--- config.mk ---
export PLATFORM = sky130hd
export DESIGN_NAME = rv_decode_top
export DESIGN_NICKNAME = d
export VERILOG_FILES = /design/src/design/rv_ctrl_pkg.sv /design/src/design/rv_isa_pkg.sv /design/src/design/rv_ctrl_stage.sv /design/src/design/rv_decode_top.sv /design/src/design/rv_field_stage.sv /design/src/design/rv_imm_stage.sv
export VERILOG_INCLUDE_DIRS = /design/src /design/src/design
export SDC_FILE = /design/constraint.sdc
export NUM_CORES = 1
export LEC_CHECK = 0
export ABC_CLOCK_PERIOD_IN_PS = 5000
export BUFFER_PORTS_ARGS = -buffer_cell sky130_fd_sc_hd__buf_2
export CAP_MARGIN = 20
export CORE_UTILIZATION = 23
export CTS_CLUSTER_SIZE = 30
export DETAILED_ROUTE_END_ITERATION = 16
export HOLD_SLACK_MARGIN = 0.1
export PLACE_DENSITY = 0.4
export SKIP_LAST_GASP = 1
export SLEW_MARGIN = 10
export SYNTH_ARGS = -nofsm -noshare
export SYNTH_HDL_FRONTEND = slang
export SYNTH_SLANG_ARGS = --single-unit
--- constraint.sdc ---
create_clock -name clk -period 5 [get_ports clk]
set_input_delay 0.25 -clock clk [delete_from_list [all_inputs] [get_ports clk]]
set_output_delay 0.25 -clock clk [all_outputs]
set_load 0.02 [all_outputs]
--- src/design/rv_decode_cfg.svh ---
`ifndef RV_DECODE_CFG_SVH
`define RV_DECODE_CFG_SVH

// instruction word width
`define RV_INST_W 32

// register and immediate width
`define RV_XLEN 64

// register file address width
`define RV_REG_AW 5

// shift amount width for rv64 shifts
`define RV_SHAMT_W 6

// the single legal ebreak encoding
`define RV_EBREAK_WORD 32'h0010_0073

`endif

--- src/design/rv_ctrl_pkg.sv ---
`include "rv_decode_cfg.svh"

package rv_ctrl_pkg;

    typedef enum logic [3:0] {
        ALU_ADD  = 4'd0,
        ALU_SUB  = 4'd1,
        ALU_AND  = 4'd2,
        ALU_OR   = 4'd3,
        ALU_XOR  = 4'd4,
        ALU_SLT  = 4'd5,
        ALU_SLTU = 4'd6,
        ALU_SLL  = 4'd7,
        ALU_SRL  = 4'd8,
        ALU_SRA  = 4'd9,
        ALU_MUL  = 4'd10,
        ALU_DIV  = 4'd11,
        ALU_DIVU = 4'd12,
        ALU_REM  = 4'd13,
        ALU_REMU = 4'd14
    } alu_op_e;

    // operand pair fed to the alu
    typedef enum logic [1:0] {
        SRC_REG     = 2'd0, // rs1, rs2
        SRC_IMM     = 2'd1, // rs1, imm
        SRC_PC_IMM  = 2'd2, // pc, imm
        SRC_PC_FOUR = 2'd3  // pc, 4
    } alu_src_e;

    typedef enum logic [2:0] {
        IMM_NONE  = 3'd0,
        IMM_I     = 3'd1,
        IMM_S     = 3'd2,
        IMM_B     = 3'd3,
        IMM_U     = 3'd4,
        IMM_J     = 3'd5,
        IMM_SHAMT = 3'd6
    } imm_kind_e;

    typedef enum logic [2:0] {
        BR_EQ  = 3'd0,
        BR_NE  = 3'd1,
        BR_LT  = 3'd2,
        BR_GE  = 3'd3,
        BR_LTU = 3'd4,
        BR_GEU = 3'd5
    } br_cond_e;

    // same order as funct3[1:0] of loads and stores
    typedef enum logic [1:0] {
        MEM_B = 2'd0,
        MEM_H = 2'd1,
        MEM_W = 2'd2,
        MEM_D = 2'd3
    } mem_size_e;

    typedef struct packed {
        logic [`RV_REG_AW-1:0] rd;
        logic [`RV_REG_AW-1:0] rs1;
        logic [`RV_REG_AW-1:0] rs2;
        logic                  reg_wen;
        logic                  rs1_used;
        logic                  rs2_used;
        alu_op_e               alu_op;
        alu_src_e              alu_src;
        logic                  word_op;  // 32-bit op, result sign-extended
        logic                  mem_read;
        logic                  mem_write;
        mem_size_e             mem_size;
        logic                  mem_unsigned;
        logic                  branch;
        br_cond_e              br_cond;
        logic                  jump;
        logic                  jalr;
    } dec_ctrl_t;

endpackage

--- src/design/rv_isa_pkg.sv ---
`include "rv_decode_cfg.svh"

package rv_isa_pkg;

    // major opcodes, inst[6:0]
    typedef enum logic [6:0] {
        OPC_LOAD      = 7'b0000011,
        OPC_OP_IMM    = 7'b0010011,
        OPC_AUIPC     = 7'b0010111,
        OPC_OP_IMM_32 = 7'b0011011,
        OPC_STORE     = 7'b0100011,
        OPC_OP        = 7'b0110011,
        OPC_LUI       = 7'b0110111,
        OPC_OP_32     = 7'b0111011,
        OPC_BRANCH    = 7'b1100011,
        OPC_JALR      = 7'b1100111,
        OPC_JAL       = 7'b1101111,
        OPC_SYSTEM    = 7'b1110011
    } rv_opcode_e;

    // funct3 of integer alu ops
    typedef enum logic [2:0] {
        F3_ADD  = 3'd0,
        F3_SLL  = 3'd1,
        F3_SLT  = 3'd2,
        F3_SLTU = 3'd3,
        F3_XOR  = 3'd4,
        F3_SR   = 3'd5, // srl / sra by funct7
        F3_OR   = 3'd6,
        F3_AND  = 3'd7
    } rv_alu_f3_e;

    // funct3 of the M extension subset
    typedef enum logic [2:0] {
        F3_MUL  = 3'd0,
        F3_DIV  = 3'd4,
        F3_DIVU = 3'd5,
        F3_REM  = 3'd6,
        F3_REMU = 3'd7
    } rv_mdu_f3_e;

    // funct3 of branches
    typedef enum logic [2:0] {
        F3_BEQ  = 3'd0,
        F3_BNE  = 3'd1,
        F3_BLT  = 3'd4,
        F3_BGE  = 3'd5,
        F3_BLTU = 3'd6,
        F3_BGEU = 3'd7
    } rv_br_f3_e;

    typedef struct packed {
        logic [`RV_INST_W-1:0] raw;    // whole word, kept for immediates
        rv_opcode_e            opcode;
        logic [2:0]            funct3;
        logic [6:0]            funct7;
        logic [`RV_REG_AW-1:0] rd;
        logic [`RV_REG_AW-1:0] rs1;
        logic [`RV_REG_AW-1:0] rs2;
    } rv_fields_t;

endpackage

--- src/design/rv_ctrl_stage.sv ---
`include "rv_decode_cfg.svh"

module rv_ctrl_stage (
    input  logic                   clk,
    input  logic                   arst_n,
    input  logic                   f_valid,
    input  rv_isa_pkg::rv_fields_t f_fields,
    output logic                   c_valid,
    output rv_isa_pkg::rv_fields_t c_fields,
    output rv_ctrl_pkg::dec_ctrl_t c_ctrl,
    output rv_ctrl_pkg::imm_kind_e c_imm_kind,
    output logic                   c_illegal,
    output logic                   c_ebreak
);

    import rv_isa_pkg::*;
    import rv_ctrl_pkg::*;

    dec_ctrl_t  ctrl_d;
    imm_kind_e  kind_d;
    logic       legal;
    logic       ebreak_d;
    logic       is_word;
    logic [6:0] sh_f7;
    logic [2:0] f3;
    logic [6:0] f7;

    // funct7 == 0 flavour of the integer ops
    function automatic alu_op_e alu_base(input logic [2:0] fn3);
        case (fn3)
            F3_ADD:  return ALU_ADD;
            F3_SLL:  return ALU_SLL;
            F3_SLT:  return ALU_SLT;
            F3_SLTU: return ALU_SLTU;
            F3_XOR:  return ALU_XOR;
            F3_SR:   return ALU_SRL;
            F3_OR:   return ALU_OR;
            default: return ALU_AND;
        endcase
    endfunction

    assign f3      = f_fields.funct3;
    assign f7      = f_fields.funct7;
    assign is_word = (f_fields.opcode == OPC_OP_32) || (f_fields.opcode == OPC_OP_IMM_32);
    // rv64 slli/srli/srai keep shamt[5] in funct7 bit 0
    assign sh_f7   = is_word ? f7 : {f7[6:1], 1'b0};

    always_comb begin
        ctrl_d     = '0;
        ctrl_d.rd  = f_fields.rd;
        ctrl_d.rs1 = f_fields.rs1;
        ctrl_d.rs2 = f_fields.rs2;
        kind_d     = IMM_NONE;
        legal      = 1'b1;
        ebreak_d   = 1'b0;
        case (f_fields.opcode)
            OPC_OP, OPC_OP_32: begin
                ctrl_d.reg_wen  = 1'b1;
                ctrl_d.rs1_used = 1'b1;
                ctrl_d.rs2_used = 1'b1;
                ctrl_d.alu_src  = SRC_REG;
                ctrl_d.word_op  = is_word;
                ctrl_d.alu_op   = alu_base(f3);
                case (f7)
                    7'd0: begin
                        if (is_word && f3 != F3_ADD && f3 != F3_SLL && f3 != F3_SR) begin
                            legal = 1'b0;
                        end
                    end
                    7'd32: begin
                        if (f3 == F3_ADD) ctrl_d.alu_op = ALU_SUB;
                        else if (f3 == F3_SR) ctrl_d.alu_op = ALU_SRA;
                        else legal = 1'b0;
                    end
                    7'd1: begin
                        case (f3)
                            F3_MUL:  ctrl_d.alu_op = ALU_MUL;
                            F3_DIV:  ctrl_d.alu_op = ALU_DIV;
                            F3_DIVU: ctrl_d.alu_op = ALU_DIVU;
                            F3_REM:  ctrl_d.alu_op = ALU_REM;
                            F3_REMU: ctrl_d.alu_op = ALU_REMU;
                            default: legal = 1'b0; // mulh family
                        endcase
                    end
                    default: legal = 1'b0;
                endcase
            end
            OPC_OP_IMM, OPC_OP_IMM_32: begin
                ctrl_d.reg_wen  = 1'b1;
                ctrl_d.rs1_used = 1'b1;
                ctrl_d.alu_src  = SRC_IMM;
                ctrl_d.word_op  = is_word;
                ctrl_d.alu_op   = alu_base(f3);
                kind_d          = IMM_I;
                if (f3 == F3_SLL || f3 == F3_SR) begin
                    kind_d = IMM_SHAMT;
                    if (f3 == F3_SR && sh_f7 == 7'd32) ctrl_d.alu_op = ALU_SRA;
                    else if (sh_f7 != 7'd0) legal = 1'b0;
                end else if (is_word && f3 != F3_ADD) begin
                    legal = 1'b0;
                end
            end
            OPC_LOAD: begin
                ctrl_d.reg_wen      = 1'b1;
                ctrl_d.rs1_used     = 1'b1;
                ctrl_d.alu_src      = SRC_IMM;
                ctrl_d.mem_read     = 1'b1;
                ctrl_d.mem_size     = mem_size_e'(f3[1:0]);
                ctrl_d.mem_unsigned = f3[2];
                kind_d              = IMM_I;
                legal               = (f3 != 3'd7); // no ldu
            end
            OPC_STORE: begin
                ctrl_d.rs1_used  = 1'b1;
                ctrl_d.rs2_used  = 1'b1;
                ctrl_d.alu_src   = SRC_IMM;
                ctrl_d.mem_write = 1'b1;
                ctrl_d.mem_size  = mem_size_e'(f3[1:0]);
                kind_d           = IMM_S;
                legal            = !f3[2];
            end
            OPC_BRANCH: begin
                ctrl_d.rs1_used = 1'b1;
                ctrl_d.rs2_used = 1'b1;
                ctrl_d.alu_src  = SRC_PC_IMM; // branch target
                ctrl_d.branch   = 1'b1;
                kind_d          = IMM_B;
                case (f3)
                    F3_BEQ:  ctrl_d.br_cond = BR_EQ;
                    F3_BNE:  ctrl_d.br_cond = BR_NE;
                    F3_BLT:  ctrl_d.br_cond = BR_LT;
                    F3_BGE:  ctrl_d.br_cond = BR_GE;
                    F3_BLTU: ctrl_d.br_cond = BR_LTU;
                    F3_BGEU: ctrl_d.br_cond = BR_GEU;
                    default: legal = 1'b0;
                endcase
            end
            OPC_JAL: begin
                ctrl_d.reg_wen = 1'b1;
                ctrl_d.alu_src = SRC_PC_FOUR; // link value
                ctrl_d.jump    = 1'b1;
                kind_d         = IMM_J;
            end
            OPC_JALR: begin
                ctrl_d.reg_wen  = 1'b1;
                ctrl_d.rs1_used = 1'b1;
                ctrl_d.alu_src  = SRC_PC_FOUR;
                ctrl_d.jump     = 1'b1;
                ctrl_d.jalr     = 1'b1;
                kind_d          = IMM_I;
                legal           = (f3 == 3'd0);
            end
            OPC_LUI: begin
                ctrl_d.reg_wen = 1'b1;
                ctrl_d.rs1     = '0; // x0 + imm
                ctrl_d.alu_src = SRC_IMM;
                kind_d         = IMM_U;
            end
            OPC_AUIPC: begin
                ctrl_d.reg_wen = 1'b1;
                ctrl_d.alu_src = SRC_PC_IMM;
                kind_d         = IMM_U;
            end
            OPC_SYSTEM: begin
                ebreak_d = (f_fields.raw == `RV_EBREAK_WORD);
                legal    = ebreak_d;
            end
            default: legal = 1'b0;
        endcase
        // illegal and ebreak both leave an all-zero control word
        if (!legal || ebreak_d) begin
            ctrl_d = '0;
            kind_d = IMM_NONE;
        end
    end

    always_ff @(posedge clk or negedge arst_n) begin
        if (!arst_n) begin
            c_valid   <= 1'b0;
            c_illegal <= 1'b0;
            c_ebreak  <= 1'b0;
        end else begin
            c_valid   <= f_valid;
            c_illegal <= f_valid && !legal;
            c_ebreak  <= f_valid && ebreak_d;
        end
    end

    always_ff @(posedge clk) begin
        if (f_valid) begin
            c_fields   <= f_fields;
            c_ctrl     <= ctrl_d;
            c_imm_kind <= kind_d;
        end
    end

    // a rejected word must reach stage 3 with no side effects
    a_illegal_quiet: assert property (@(posedge clk) disable iff (!arst_n)
        f_valid && !legal |=> c_illegal && !(c_ctrl.reg_wen || c_ctrl.mem_read
            || c_ctrl.mem_write || c_ctrl.branch || c_ctrl.jump));

    a_flags_excl: assert property (@(posedge clk) disable iff (!arst_n)
        !(c_illegal && c_ebreak));

endmodule

--- src/design/rv_decode_top.sv ---
`include "rv_decode_cfg.svh"

module rv_decode_top (
    input  logic                   clk,
    input  logic                   arst_n,
    input  logic                   inst_valid,
    input  logic [`RV_INST_W-1:0]  inst,
    output logic                   dec_valid,
    output rv_ctrl_pkg::dec_ctrl_t dec,
    output logic [`RV_XLEN-1:0]    imm,
    output logic                   illegal,
    output logic                   ebreak
);

    import rv_isa_pkg::*;
    import rv_ctrl_pkg::*;

    logic       f_valid;
    rv_fields_t f_fields;
    logic       c_valid;
    rv_fields_t c_fields;
    dec_ctrl_t  c_ctrl;
    imm_kind_e  c_imm_kind;
    logic       c_illegal;
    logic       c_ebreak;

    rv_field_stage u_field (
        .clk        (clk),
        .arst_n     (arst_n),
        .inst_valid (inst_valid),
        .inst       (inst),
        .f_valid    (f_valid),
        .f_fields   (f_fields)
    );

    rv_ctrl_stage u_ctrl (
        .clk        (clk),
        .arst_n     (arst_n),
        .f_valid    (f_valid),
        .f_fields   (f_fields),
        .c_valid    (c_valid),
        .c_fields   (c_fields),
        .c_ctrl     (c_ctrl),
        .c_imm_kind (c_imm_kind),
        .c_illegal  (c_illegal),
        .c_ebreak   (c_ebreak)
    );

    rv_imm_stage u_imm (
        .clk        (clk),
        .arst_n     (arst_n),
        .c_valid    (c_valid),
        .c_fields   (c_fields),
        .c_ctrl     (c_ctrl),
        .c_imm_kind (c_imm_kind),
        .c_illegal  (c_illegal),
        .c_ebreak   (c_ebreak),
        .dec_valid  (dec_valid),
        .dec        (dec),
        .imm        (imm),
        .illegal    (illegal),
        .ebreak     (ebreak)
    );

endmodule

--- src/design/rv_field_stage.sv ---
`include "rv_decode_cfg.svh"

module rv_field_stage (
    input  logic                   clk,
    input  logic                   arst_n,
    input  logic                   inst_valid,
    input  logic [`RV_INST_W-1:0]  inst,
    output logic                   f_valid,
    output rv_isa_pkg::rv_fields_t f_fields
);

    import rv_isa_pkg::*;

    rv_fields_t fields_d;

    // fixed rv bit positions
    always_comb begin
        fields_d.raw    = inst;
        fields_d.opcode = rv_opcode_e'(inst[6:0]);
        fields_d.funct3 = inst[14:12];
        fields_d.funct7 = inst[31:25];
        fields_d.rd     = inst[11:7];
        fields_d.rs1    = inst[19:15];
        fields_d.rs2    = inst[24:20];
    end

    always_ff @(posedge clk or negedge arst_n) begin
        if (!arst_n) begin
            f_valid <= 1'b0;
        end else begin
            f_valid <= inst_valid;
        end
    end

    // payload only moves on a strobe
    always_ff @(posedge clk) begin
        if (inst_valid) begin
            f_fields <= fields_d;
        end
    end

endmodule

--- src/design/rv_imm_stage.sv ---
`include "rv_decode_cfg.svh"

module rv_imm_stage (
    input  logic                   clk,
    input  logic                   arst_n,
    input  logic                   c_valid,
    input  rv_isa_pkg::rv_fields_t c_fields,
    input  rv_ctrl_pkg::dec_ctrl_t c_ctrl,
    input  rv_ctrl_pkg::imm_kind_e c_imm_kind,
    input  logic                   c_illegal,
    input  logic                   c_ebreak,
    output logic                   dec_valid,
    output rv_ctrl_pkg::dec_ctrl_t dec,
    output logic [`RV_XLEN-1:0]    imm,
    output logic                   illegal,
    output logic                   ebreak
);

    import rv_isa_pkg::*;
    import rv_ctrl_pkg::*;

    logic [`RV_INST_W-1:0] w;
    logic [`RV_XLEN-1:0]   imm_d;

    assign w = c_fields.raw;

    always_comb begin
        case (c_imm_kind)
            IMM_I:     imm_d = {{(`RV_XLEN-12){w[31]}}, w[31:20]};
            IMM_S:     imm_d = {{(`RV_XLEN-12){w[31]}}, w[31:25], w[11:7]};
            IMM_B:     imm_d = {{(`RV_XLEN-12){w[31]}}, w[7], w[30:25], w[11:8], 1'b0};
            IMM_U:     imm_d = {{(`RV_XLEN-32){w[31]}}, w[31:12], 12'b0};
            IMM_J:     imm_d = {{(`RV_XLEN-20){w[31]}}, w[19:12], w[20], w[30:21], 1'b0};
            IMM_SHAMT: imm_d = {{(`RV_XLEN-`RV_SHAMT_W){1'b0}}, w[20 +: `RV_SHAMT_W]};
            default:   imm_d = '0; // IMM_NONE
        endcase
    end

    always_ff @(posedge clk or negedge arst_n) begin
        if (!arst_n) begin
            dec_valid <= 1'b0;
            illegal   <= 1'b0;
            ebreak    <= 1'b0;
        end else begin
            dec_valid <= c_valid;
            illegal   <= c_valid && c_illegal;
            ebreak    <= c_valid && c_ebreak;
        end
    end

    always_ff @(posedge clk) begin
        if (c_valid) begin
            dec <= c_ctrl;
            imm <= imm_d;
        end
    end

    a_valid_known: assert property (@(posedge clk) disable iff (!arst_n)
        !$isunknown(dec_valid));

endmodule

==> impl_metrics.ini <==
[detailed_routing]
drt_wl_total_um = 15480
avgViaCountPerCell = 4.084
drt-pass1-iter-count = 5
drt_iter0_drc = 162
vias = 3912
wl_per_cell_um = 16.16
final_antenna_net_count = 0
drc_errors = 0

[power_and_ir_drop]
switchingPower_w = 0.0007934
p_clk_frac = 0.410
p_leak_nw = 3.350
pwr-share-comb = 0.069
pwr-share-seq = 0.521
p_int_w = 0.002560
powerDensity_mw_per_mm2 = 391.9
ir_drop_uv = 160.3
swShare = 0.2366

[timing]
tns_ps = 0
setup_viol = 0
finalHoldViolCount = 0
fin_skew_ps = 11.31
fmax_mhz = 396.0
worst_slack_ps = 2475
slew_headroom = 0.3866
period_minus_slack_ps = 2525
rsz0062_at_grt = no
fin_crit_sh = 0.5050
slew_violations = 0
tightestPinTransition_ps = 916.7

[clock_tree]
cts_sinks = 171
cts_root_buffer = clkbuf_16
clockBufferDepth = 2
cts_setup_buffers = 0
cts_tree = done
clk_latency_ps = 430
hold_buffers = 33
cts.clk_slew.worst_paths_ps = 70
cts_buffers = 17
cts_resized = 0
ctsHtreeMaxLevel = 4

[logic_synthesis]
synth_cells = 419
yosysUniqueCellTypes = 56
synth-edff-count = 164
synth_nets = 454
syn_area_per_cell_um2 = 16.10
yosysTopAreaCell = edfxtp_1
synth.top_cell.area_share = 0.7298
synth_flop_cell = edfxtp_1
synth_warnings = 0
yosys-top-cells-area = edfxtp_1 73%, buf_4 3.6%, dfrtp_1 2.6%
yosys_register_bits = 171
netlist_area_mm2 = 0.006748
ys_seq_area_frac = 0.7558
async_flop_share = 0.04094

[floorplanning]
start_util = 0.2345
io_pins = 138
die_x_um = 173.3
core_mm2 = 0.02878
die_h_um = 173.3
num_rows = 62
dieArea_mm2 = 0.03003

[place]
dpl_worst_slack_ps = 2488
dpl_cell_area_mm2 = 0.007607
place_congestion = 0.8317
dp_hpwl_um = 10600
port_buffers = 137

[global_route]
track_usage = 0.1064
grt_pass1_vias = 3911
grt_antenna_before_repair = 0
gr-total-overflow = 0
grt_max_degree = 41
grt_pass1_wl_um = 23400

[worst_setup_path]
start_kind = flop
required_ps = 5180
r2r_start = u_field.f_fields[30]
r2r-end = u_ctrl.c_ctrl[8]
rrSetupSlack_ps = 2470
reg2regPathDepth = 6
path_class = reg2reg
cp.arrival_ps = 2700
path_max_fanout = 19
slowest_stage = edfxtp_1
slowest_delay_ps = 650
cp-end-kind = flop
cp_cell_sequence = nor2b_1 > and4_1 > and4_4 > a2111oi_4 > nand2_2 > and3_1

[run_status]
status = complete, no violations

[finish]
mostFrequentLayoutCells = 164 x edfxtp_1, 137 x buf_2, 33 x dlygate4sd3_1
finalNetCount = 596
utilization = 0.2973
area_growth_pct = 26.79
drive_gt1_frac = 0.3380
antenna_cells = 0
mostFrequentLayoutCell = edfxtp_1
finalInstanceArea_mm2 = 0.008556

[run]
maxCapViolations = 0

[min_path]
hp-class = in2async
## through the flow
stage	power [W]	instances	hold slack, ps
5_1_grt	0.003491	958	177.7
3_3_place_gp	0.001994	892	81.52
3_5_place_dp	0.001995	892	89.61
6_report	0.003353	958	170.7
4_1_cts	0.003406	957	154.4
2_1_floorplan	0.001905	419	-45.59
## state kept, by name, indices dropped and copies added (netlist names)
| register | flops |
|---|---|
| u_imm.illegal | 1 |
| u_ctrl.c_illegal | 1 |
| u_imm.imm | 32 |
| u_field.f_valid | 1 |
| u_ctrl.c_ctrl | 36 |
| u_imm.ebreak | 1 |
| u_imm.dec_valid | 1 |
| u_ctrl.c_fields | 25 |
| u_field.f_fields | 32 |
| u_ctrl.c_ebreak | 1 |
| u_ctrl.c_imm_kind | 3 |
| u_ctrl.c_valid | 1 |
| u_imm.dec | 36 |
## area by class of cell
| type | instances | area (um2) |
|---|---|---|
| inverters | 7 | 26.28 |
| repair buffers | 173 | 1039 |
| multi-input cells | 191 | 1297 |
| flip-flops and latches | 171 | 5102 |
| well taps | 384 | 480.5 |
| clock buffers | 17 | 425.4 |
| clock inverters | 15 | 185.2 |
| fillers | 2905 | 20220 |
## power by group through the flow
| stage | logic [W] | clock network, W | registers [W] |
|---|---|---|---|
| 2_1_floorplan | 0.000129 | 0 | 0.00178 |
| 3_3_place_gp | 0.000215 | 0 | 0.00178 |
| 3_5_place_dp | 0.000215 | 0 | 0.00178 |
| 4_1_cts | 0.000236 | 0.00142 | 0.00175 |
| 5_1_grt | 0.000252 | 0.00148 | 0.00176 |
| 6_report | 0.000233 | 0.00137 | 0.00175 |
## cell families (layout without fill, tap and decap cells)
| family | count (synthesis) | in the layout | synth area share |
|---|---|---|---|
| AO/OA/AOI/OAI | 72 | 72 | 0.08752 |
| XOR/XNOR | 1 | 1 | 0.001298 |
| buffers and inverters | 57 | 212 | 0.05192 |
| flip-flops | 171 | 171 | 0.7558 |
| AND/OR/NAND/NOR | 116 | 116 | 0.1003 |
| multiplexers | 2 | 2 | 0.003152 |
## how the worst max path moves through the flow
stage,startpoint,to,slack (ps),cells after the start
global placement,u_field.f_fields[30],u_ctrl.c_ctrl[8],2610,6
finish,u_field.f_fields[30],u_ctrl.c_ctrl[8],2470,6
global route,u_field.f_fields[28],u_ctrl.c_ctrl[8],2330,6
CTS,u_field.f_fields[30],u_ctrl.c_ctrl[8],2480,6
detailed placement,u_field.f_fields[30],u_ctrl.c_ctrl[8],2490,6
floorplan,u_ctrl.c_valid,u_imm.dec[0],2880,0
## synth_stat cells (all sizes together), types with 2 or more instances
cell / instances
a2111oi: 3
buf: 42
a21o: 21
nand3: 3
clkbuf: 8
nand2b: 3
a211oi: 2
nor3b: 3
nand3b: 4
a311oi: 2
edfxtp: 164
a22o: 8
nor2: 23
dfrtp: 7
and3b: 3
and3: 12
and4: 3
nand2: 15
a31oi: 5
inv: 6
and2: 23
nor2b: 3
o21ai: 9
nor4: 4
o32ai: 2
a21oi: 11
nor3: 12
## metal layers
layer | up-vias | wire length (um) | track usage | share of wire
met5 | - | 0 | 0 | 0
met4 | 0 | 209 | 0.03945 | 0.013
met3 | 8 | 714 | 0.02719 | 0.046
met2 | 149 | 6954 | 0.1586 | 0.45
met1 | 1906 | 7604 | 0.1482 | 0.49
li1 | 1849 | - | - | -
## critical path, delay by kind of cell, from the launching register on
kind               cells  cell delay (ps)
and+or+nand+nor        5             1290
DFF                    1              650
AOI/OAI and AO/OA      1              330
(Power assumes the default switching activity.)
